File: src/rtl/raster_config.svh
`ifndef RASTER_CONFIG_SVH
`define RASTER_CONFIG_SVH

// Fixed-point format for positions and colour
// Integer part sits in [SIGFIG-1:RADIX], fraction in [RADIX-1:0]
`define SIGFIG 24
`define RADIX 10

// Triangle geometry
// Up to three vertices, each with x, y and z
`define VERTS 3
`define AXIS 3

// Colour channels carried per triangle
`define COLORS 3

// Sub-sample step shift is RADIX minus this bias
// 1000 -> 1 pixel, 0100 -> half, 0010 -> quarter, 0001 -> eighth
`define SUB_SHIFT_BIAS 3

`endif

File: src/rtl/raster_pkg.sv
`default_nettype none

`include "raster_config.svh"

package raster_pkg;

    // Signed fixed-point coordinate
    typedef logic signed [`SIGFIG-1:0] fixed_t;

    // Unsigned colour channel, same fixed-point layout
    typedef logic [`SIGFIG-1:0] color_t;

    // Screen position
    typedef struct packed {
        fixed_t x;
        fixed_t y;
    } point_t;

    // One vertex, index 0 is x, 1 is y, 2 is z
    typedef fixed_t [`AXIS-1:0] vertex_t;

    // Bounding box corners
    typedef struct packed {
        point_t ll;
        point_t ur;
    } box_t;

    // One-hot sub-sample code
    // 1000 for 1x, 0100 for 4x, 0010 for 16x, 0001 for 64x
    typedef logic [3:0] sub_sample_t;

    // Triangle as it enters the iterator
    typedef struct packed {
        vertex_t [`VERTS-1:0] verts;
        color_t [`COLORS-1:0] color;
        box_t box;
        sub_sample_t sub_sample;
    } tri_t;

    // Sample as it leaves, triangle data travels along
    typedef struct packed {
        vertex_t [`VERTS-1:0] verts;
        color_t [`COLORS-1:0] color;
        point_t pt;
    } sample_t;

endpackage

`default_nettype wire

File: src/rtl/sample_stepper.sv
`timescale 1ns/1ps
`default_nettype none

`include "raster_config.svh"

module sample_stepper (
    input  logic               clk,
    input  logic               rst,
    input  raster_pkg::tri_t   tri_data,
    input  logic               tri_valid,
    output logic               tri_ready,
    output raster_pkg::sample_t samp_data,
    output logic               samp_valid,
    input  logic               samp_ready
);

    import raster_pkg::*;

    // Sub-sample code is shifted up to land on the right fraction bit
    localparam int STEP_SHIFT = `RADIX - `SUB_SHIFT_BIAS;

    // Waiting for a triangle, or walking its box
    typedef enum logic {
        WAIT_ST,
        TEST_ST
    } state_t;

    state_t state_q;
    state_t state_d;

    // Captured triangle, box and sub-sample code
    tri_t tri_q;

    // Current sample position
    point_t point_q;
    point_t next_point;

    // Candidates for the next sample
    point_t rt_point;
    point_t up_point;
    fixed_t step;

    // Edge flags, from current registers only
    logic at_right_edge;
    logic at_top_edge;
    logic at_end_box;

    logic tri_fire;
    logic samp_fire;

    // Handshakes follow the state directly
    assign tri_ready = (state_q == WAIT_ST);
    assign samp_valid = (state_q == TEST_ST);

    assign tri_fire = tri_valid & tri_ready;
    assign samp_fire = samp_valid & samp_ready;

    // Sample spacing in fixed point
    // Code is unsigned so it zero-extends before the shift
    assign step = fixed_t'(tri_q.sub_sample) << STEP_SHIFT;

    always_comb begin
        // Step right along the current row
        rt_point.x = point_q.x + step;
        rt_point.y = point_q.y;

        // Wrap back to the left edge one row up
        up_point.x = tri_q.box.ll.x;
        up_point.y = point_q.y + step;
    end

    // Signed compares against the upper-right corner
    assign at_right_edge = (point_q.x >= tri_q.box.ur.x);
    assign at_top_edge = (point_q.y >= tri_q.box.ur.y);
    assign at_end_box = at_right_edge & at_top_edge;

    // Scan order, left to right then bottom to top
    assign next_point = at_right_edge ? up_point : rt_point;

    // Next state
    always_comb begin
        state_d = state_q;
        case (state_q)
            WAIT_ST: begin
                if (tri_valid) begin
                    state_d = TEST_ST;
                end
            end
            TEST_ST: begin
                // Leave only once the top-right sample has gone out
                if (samp_ready && at_end_box) begin
                    state_d = WAIT_ST;
                end
            end
            default: begin
                state_d = WAIT_ST;
            end
        endcase
    end

    always_ff @(posedge clk or posedge rst) begin
        if (rst) begin
            state_q <= WAIT_ST;
        end else begin
            state_q <= state_d;
        end
    end

    // Triangle capture, held for the whole box
    always_ff @(posedge clk) begin
        if (tri_fire) begin
            tri_q <= tri_data;
        end
    end

    // Sample position
    // First sample is the lower-left corner of the new box
    always_ff @(posedge clk) begin
        if (tri_fire) begin
            point_q <= tri_data.box.ll;
        end else if (samp_fire && !at_end_box) begin
            point_q <= next_point;
        end
    end

    // Sample carries the triangle it belongs to
    always_comb begin
        samp_data.verts = tri_q.verts;
        samp_data.color = tri_q.color;
        samp_data.pt = point_q;
    end

endmodule

`default_nettype wire

File: config.mk
export PLATFORM = sky130hd
export DESIGN_NAME = sample_stepper
export DESIGN_NICKNAME = d
export VERILOG_FILES = /design/src/rtl/raster_pkg.sv /design/src/rtl/sample_stepper.sv
export VERILOG_INCLUDE_DIRS = /design/src /design/src/rtl
export SDC_FILE = /design/constraint.sdc
export NUM_CORES = 1
export LEC_CHECK = 0
export ABC_AREA = 1
export BUFFER_PORTS_ARGS = -buffer_cell sky130_fd_sc_hd__buf_2
export CORE_AREA = 2 2 281 283
export DETAILED_ROUTE_END_ITERATION = 16
export DIE_AREA = 0 0 283 285
export GPL_TIMING_DRIVEN = 0
export SLEW_MARGIN = 20
export SYNTH_ARGS = -nofsm -noshare
export SYNTH_HDL_FRONTEND = slang
export SYNTH_SLANG_ARGS = --single-unit
File: constraint.sdc
create_clock -name clk -period 11.8 [get_ports clk]
set_input_delay 2.36 -clock clk [delete_from_list [all_inputs] [get_ports clk]]
set_output_delay 2.36 -clock clk [all_outputs]
set_load 0.05 [all_outputs]
==> flow_summary.yaml, run 1 <==
timing:
  max_freq_mhz: 233
  fin_worst_hold_slack_ns: 0.512
  maxSlewHeadroom_pct: 43.2
  setup-violations-final: 0
  fin_crit_sh_pct: 36.4
  report.final.slew_viol_count: 0
  rsz0062_at_grt: "no"
  finalHoldViolations: 0
  worst_pin_slew_ns: 0.850
  fin_crit_ns: 4.29
  setup_tns_ns: 0
  clock_skew_ns: 0.0260
clock_tree:
  cts_buffer_depth: 3
  cts_buffers: 49
  cts_tree: "yes"
  cts_max_level: 2
  clk_latency_ns: 0.59
  clock-sinks: 413
  cts_setup_buffers: 0
  cts_resized: 0
  clockRootBuffer: "clkbuf_16"
  clk_pin_slew_ns: 0.06
  ctsHoldBuffers: 0
logic_synthesis:
  synth_warnings: 0
  synthesis.nets: 1714
  ys_types: 30
  synth.cell_area_um2: 17600
  yosysSeqAreaShare_pct: 70.3
  postSynthCellCount: 1264
  avgSynthCellArea_um2: 13.9
  yosys_register_bits: 413
global_route:
  grt.overflow.total: 0
  grt_pass1_wl_um: 79800
  grt_max_degree: 76
  antenna_found_initial: 28
  grt_pass1_vias: 12147
  grt_use_total_pct: 13.5
die:
  start_util_pct: 22.6
  coreArea_um2: 78000
  die-area_um2: 80700
  die_w_um: 283
  row_count: 103
  ios: 730
  die_h_um: 285
hold_path:
  min_path_cells: 2
  hold_path_end: "samp_data[27]"
  min_from: "tri_q[79]"
  hp-class: "flop to flop"
placed_design:
  place.detailed.hpwl_um: 44700
  numPortBuffers: 729
  gp_congestion: 0.836
  place_area_um2: 22700
final_layout:
  drive_gt1_share_pct: 53.3
  multi_input_area_um2: 2580
  fillerInstances: 7929
  synthToLayoutAreaGrowth_pct: 37.9
  ff_latch_area_um2: 12400
  fin_nets: 2499
  final_area_um2: 24300
  fin_util_pct: 31.2
power:
  vdd_drop_max_v: 0.000122
  p_leak_nw: 10.8
  finalPower_mw: 5.18
  p_per_area_nw_per_um2: 213
route:
  wirelength_um: 56300
  post_drt_wl_per_cell_um: 17.9
  via_per_inst: 3.78
  via_count: 11905
  post-route-drc-count: 0
  first_pass_iters: 5
  ant_nets: 0
  drt_iter0_markers: 609
setup_path:
  worst-path-max-fanout: 74
  reg2reg_setup_slack_ns: 8.30
  start_kind: "input port"
  r2r_start: "samp_data[39]"
  end_kind: "flop"
  rr_endpoint: "samp_data[42]"
  r2r_cells: 12
  arrival_ns: 4.55
  cp_data_required_time_ns: 12.05
  crit_type: "input port to flop"
flow_run:
  cap_viol_max_count: 0
status:
  status: "completed"
==> cell type report <==
type                    instances  share of cell area [%]
diodes                         10                   0.103
plain buffers                 301                    9.24
clock buffers                  61                    5.23
clock inverters                27                    1.11
inverters                     111                    1.71
multi-input cells             439                    10.6
flip-flops and latches        413                    51.0
well taps                    1050                    5.41
repair buffers                734                    15.6
==> sequential cells by signal (all words and copies together) (netlist names) <==
signal      flops
step            4
tri_q          72
samp_valid      1
samp_data     336
==> logic make-up after synthesis <==
group                    Yosys count  share of synthesized area (%)
flip-flops                       413                           70.3
AND/OR/NAND/NOR                  310                           7.63
adder cells (fa/ha/maj)           58                           4.20
buffers and inverters            412                           15.0
XOR/XNOR                          22                           1.09
AO/OA/AOI/OAI                     49                           1.70
==> cells in the final DEF (no fill, tap or decap), drive strengths merged <==
cell type,n
nand3b,1
nand4,30
nor3,6
a21oi,25
clkinvlp,3
clkinv,18
bufinv,4
diode,10
fa,2
o21bai,2
xor2,12
nand3,51
o21a,1
and2,1
buf,1029
nand2,187
o21ai,17
inv,113
edfxtp,412
a21o,4
clkbuf,67
nor2,34
ha,56
dfrtp,1
xnor2,10
==> where the power goes <==
part	internal, mW	total [mW]	switching [mW]	leakage [nW]
clock network	0.853	1.47	0.621	0.740
registers	1.89	2.05	0.154	3.78
logic	0.493	1.66	1.17	6.25
==> Yosys cell counts <==
library cell / number / area [um^2]
nand4_1: 29 / 181
a21oi_1: 25 / 125
edfxtp_1: 412 / 12400
buf_1: 2 / 7.51
nand3_1: 50 / 250
nand2_4: 1 / 11.3
a21o_1: 4 / 30.0
buf_2: 2 / 10.0
nand3b_1: 1 / 7.51
clkbuf_1: 6 / 22.5
dfrtp_1: 1 / 25.0
nand3_4: 1 / 17.5
nand2_2: 1 / 6.26
buf_6: 3 / 33.8
xnor2_1: 10 / 87.6
nor3_1: 6 / 30.0
nor2_1: 34 / 128
inv_2: 2 / 7.51
inv_1: 109 / 409
nand4_2: 1 / 12.5
buf_4: 288 / 2160
o21ai_2: 10 / 87.6
o21ai_0: 7 / 35.0
o21a_1: 1 / 7.51
xor2_1: 12 / 105
and2_1: 1 / 6.26
o21bai_1: 2 / 15.0
fa_1: 2 / 40.0
nand2_1: 185 / 694
ha_1: 56 / 701
==> critical path, cell delays in order <==
cell,delay [ns]
buf_2,0.08
inv_1,0.04
nor2_1,0.40
clkbuf_8,0.48
buf_16,0.35
buf_16,0.29
buf_16,0.34
==> worst max path at each step <==
stage              start              to  slack [ns]  cells past startpoint
3_5_place_dp   tri_valid   samp_data[59]        6.87                      7
5_1_grt        tri_valid  samp_data[151]        7.36                      7
2_1_floorplan  tri_valid    samp_data[0]        3.79                      3
4_1_cts        tri_valid   samp_data[59]        7.52                      7
6_report       tri_valid  samp_data[105]        7.51                      7
3_3_place_gp   tri_valid  samp_data[140]        0.93                      4
==> per-layer routing <==
metal  track usage [%]  wire length [um]  up-vias
li1                  -                 -     5676
met1              14.4             20200     5586
met2              23.6             28800      520
met3              5.22              5420      121
met4              5.84              1920        2
met5                 0                13        -
==> metrics by stage <==
step / worst slack (ns) / std cells
final: 7.51 / 3146
after global routing: 7.36 / 3145
after CTS: 7.52 / 3136
after detailed placement: 6.87 / 3048
after global placement: 0.933 / 3043
after floorplan: 3.79 / 1264
Power figures use the tool's default switching activity.
==> run 2, diff against run 1 <==
--- a/config.mk
+++ b/config.mk
@@ -6,11 +6,11 @@
 export SDC_FILE = /design/constraint.sdc
 export NUM_CORES = 1
 export LEC_CHECK = 0
-export ABC_AREA = 1
+export ABC_AREA = 0
 export BUFFER_PORTS_ARGS = -buffer_cell sky130_fd_sc_hd__buf_2
-export CORE_AREA = 2 2 281 283
+export CORE_AREA = 2 2 287 289
 export DETAILED_ROUTE_END_ITERATION = 16
-export DIE_AREA = 0 0 283 285
+export DIE_AREA = 0 0 289 291
 export GPL_TIMING_DRIVEN = 0
 export SLEW_MARGIN = 20
 export SYNTH_ARGS = -nofsm -noshare
==> constraint.sdc (replaced) <==
create_clock -name clk -period 3.66 [get_ports clk]
set_input_delay 0.732 -clock clk [delete_from_list [all_inputs] [get_ports clk]]
set_output_delay 0.732 -clock clk [all_outputs]
set_load 0.05 [all_outputs]
==> run 2 against run 1 <==
Net effect: utilization shrank 1.5 points; global-route usage fell by 1.2 points; synthesized area down 1.0%; combinational power rose to 3.7 times the previous value; wire length down 4.8%; power rose to 3.4 times the previous value; die area up 4.3%; cell area decreased by 0.83%; worst hold slack got worse by 0.20 ns; via count shrank 3.5%; register-to-register slack got worse by 8.0 ns; sequential share of layout area rose by 0.43 points.
==> flow_summary.yaml, run 2 <==
status:
  status: "completed"
final_layout:
  final_common_cell: "buf_2"
  multi_input_area_um2: 2590
  ff_latch_area_um2: 12400
  drive_gt1_share_pct: 56.3
  fin_nets: 2378
  final_cell_mix: "730 x buf_2, 412 x edfxtp_1, 291 x buf_4, 76 x nand2_1, 59 x inv_1"
  largest_reg_flops: 336
  fillerInstances: 8384
  synthToLayoutAreaGrowth_pct: 38.1
power:
  p_per_area_nw_per_um2: 739
  vdd_drop_max_v: 0.000398
  p_leak_nw: 10.2
clock_tree:
  cts_buffer_depth: 3
  cts_max_level: 2
  clock-sinks: 413
  clk_latency_ns: 0.59
  clk_pin_slew_ns: 0.06
  clockRootBuffer: "clkbuf_16"
  cts_tree: "yes"
  cts_buffers: 49
timing:
  report.final.slew_viol_count: 0
  finalHoldViolations: 0
  setup-violations-final: 0
  maxSlewHeadroom_pct: 44.4
  setup_tns_ns: 0
  fin_crit_ns: 3.37
  fin_ws_ns: 0.290
  clock_skew_ns: 0.0254
  fin_worst_hold_slack_ns: 0.313
  fin_crit_sh_pct: 92.1
  rsz0062_at_grt: "no"
  max_freq_mhz: 297
  worst_pin_slew_ns: 0.834
logic_synthesis:
  postSynthCellCount: 1146
  ys_types: 50
  yosys.area.top_type: "edfxtp_1"
  synthesis.nets: 1596
  synth_warnings: 0
  avgSynthCellArea_um2: 15.2
  synth.cell_area_um2: 17500
  ys_top_cells_by_area: "edfxtp_1 71%, buf_4 13%, ha_1 4.0%"
  yosys_register_bits: 413
  netlist.area_leader.share_pct: 70.9
  synth_most_common_cell: "edfxtp_1"
  yosysSeqAreaShare_pct: 71.0
  yosys_most_used_dff: "edfxtp_1"
  asyncSetResetFlopFracSynth_pct: 0.242
  synth_common_cells: "412 x edfxtp_1, 291 x buf_4, 76 x nand2_1"
  synth-edff-count: 412
setup_path:
  cp_data_required_time_ns: 3.86
  crit_type: "flop to flop"
  start_kind: "flop"
  arrival_ns: 3.57
  worst-path-max-fanout: 24
  end_kind: "flop"
route:
  first_pass_iters: 5
  drt_iter0_markers: 554
  via_per_inst: 3.77
  post-route-drc-count: 0
  via_count: 11484
  post_drt_wl_per_cell_um: 17.6
  ant_nets: 0
  wirelength_um: 53600
global_route:
  grt.overflow.total: 0
  grt_pass1_vias: 11581
  grt_pass1_wl_um: 75400
  grt_use_total_pct: 12.2
  grt_max_degree: 145
  antenna_found_initial: 18
die:
  die_w_um: 289
  ios: 730
  row_count: 105
  start_util_pct: 21.5
  coreArea_um2: 81200
  die_h_um: 291
  die-area_um2: 84100
hold_path:
  hp-class: "input port to flop"
placed_design:
  numPortBuffers: 729
  pre_cts_slack_ns: -0.254
  gp_congestion: 0.801
  place.detailed.hpwl_um: 41800
flow_run:
  cap_viol_max_count: 0
[run 2: changes by cell type in the layout (fill, tap and decap cells not counted), moves of 13 or more]
cell,before,now
nand4_1,29,16
inv_1,109,59
o31ai_1,0,23
nand3_1,50,10
nor3_1,6,20
nand2_1,184,76
nor2_1,34,12
[run 2: cells by family (layout without fill, tap and decap cells)]
logic type / after synthesis / in the layout / share of synthesized area (%)
other: 0 / 11 / 0
buffers and inverters: 366 / 1188 / 14.2
AOI/OAI and AO/OA: 117 / 117 / 4.56
xor gates and xnor gates: 29 / 29 / 1.46
and+or+nand+nor: 163 / 163 / 4.47
DFF: 413 / 413 / 71.0
adders and majority gates: 58 / 58 / 4.24
[run 2: timing repair]
action                                  4_1_cts  5_1_grt
endpoints found under the setup margin       17      128
gates resized for setup                       1        0
hold endpoints to repair                      1        0
hold buffers                                  1        0
setup buffers                                 0        0
[run 2: where the power goes]
group	switching [mW]	leakage (nW)	internal, mW	total, mW
Clock	1.97	0.743	2.76	4.73
Sequential	0.564	3.81	6.36	6.92
Combinational	4.32	5.67	1.83	6.15
Total	6.86	10.2	10.9	17.8
[run 2: layer usage]
| metal | track usage (%) | part of all wire (%) | wire length [um] | up-vias |
|---|---|---|---|---|
| met5 | 0 | 0.086 | 46 | - |
| met4 | 4.01 | 2.6 | 1370 | 8 |
| met3 | 4.49 | 9.5 | 5100 | 91 |
| met2 | 20.6 | 50 | 26600 | 467 |
| met1 | 14.3 | 38 | 20500 | 5478 |
| li1 | - | - | - | 5440 |
[run 2: layout make-up]
cell class	instances	area share [%]
multi-input combinational	367	10.8
clock buffer	68	5.55
clock inverter	23	0.820
inverter	60	0.934
buffer	305	9.44
sequential	413	51.4
tap	1070	5.55
antenna	11	0.114
timing repair buffer	732	15.4
[run 2: path summary, 6_finish.rpt]
check | startpoint | endpoint | slack, ns | depth (start not counted)
max in group asynchronous | rst | samp_valid | 3.03 | 3
setup reg to reg | samp_data[35] | samp_data[29] | 0.29 | 8
setup / recovery | samp_data[35] | samp_data[29] | 0.29 | 8
hold / removal | tri_data[141] | samp_data[89] | 0.31 | 1
hold reg to reg | tri_q[76] | samp_data[24] | 0.58 | 2
min in group asynchronous | rst | samp_valid | 0.54 | 3
[run 2: critical path, stage by stage, from the launching register on]
cell and delay [ns]:
edfxtp_1 0.51, ha_1 0.38, nand4_1 0.17, nor3_1 0.24, a311oi_2 0.15, a31o_1 0.25, buf_6 0.15, a21boi_1 0.40
a41o_2 0.71
[run 2: per-stage QoR]
step           utilization (%)  instances  area [um^2]  total power, mW
2_1_floorplan                -       1146        17500             11.3
3_3_place_gp              27.7       2945        22500             13.2
3_5_place_dp              27.7       2947        22500             13.2
4_1_cts                   29.7       3039        24100             18.1
5_1_grt                   29.7       3043        24100             18.7
6_report                  29.7       3049        24100             17.8
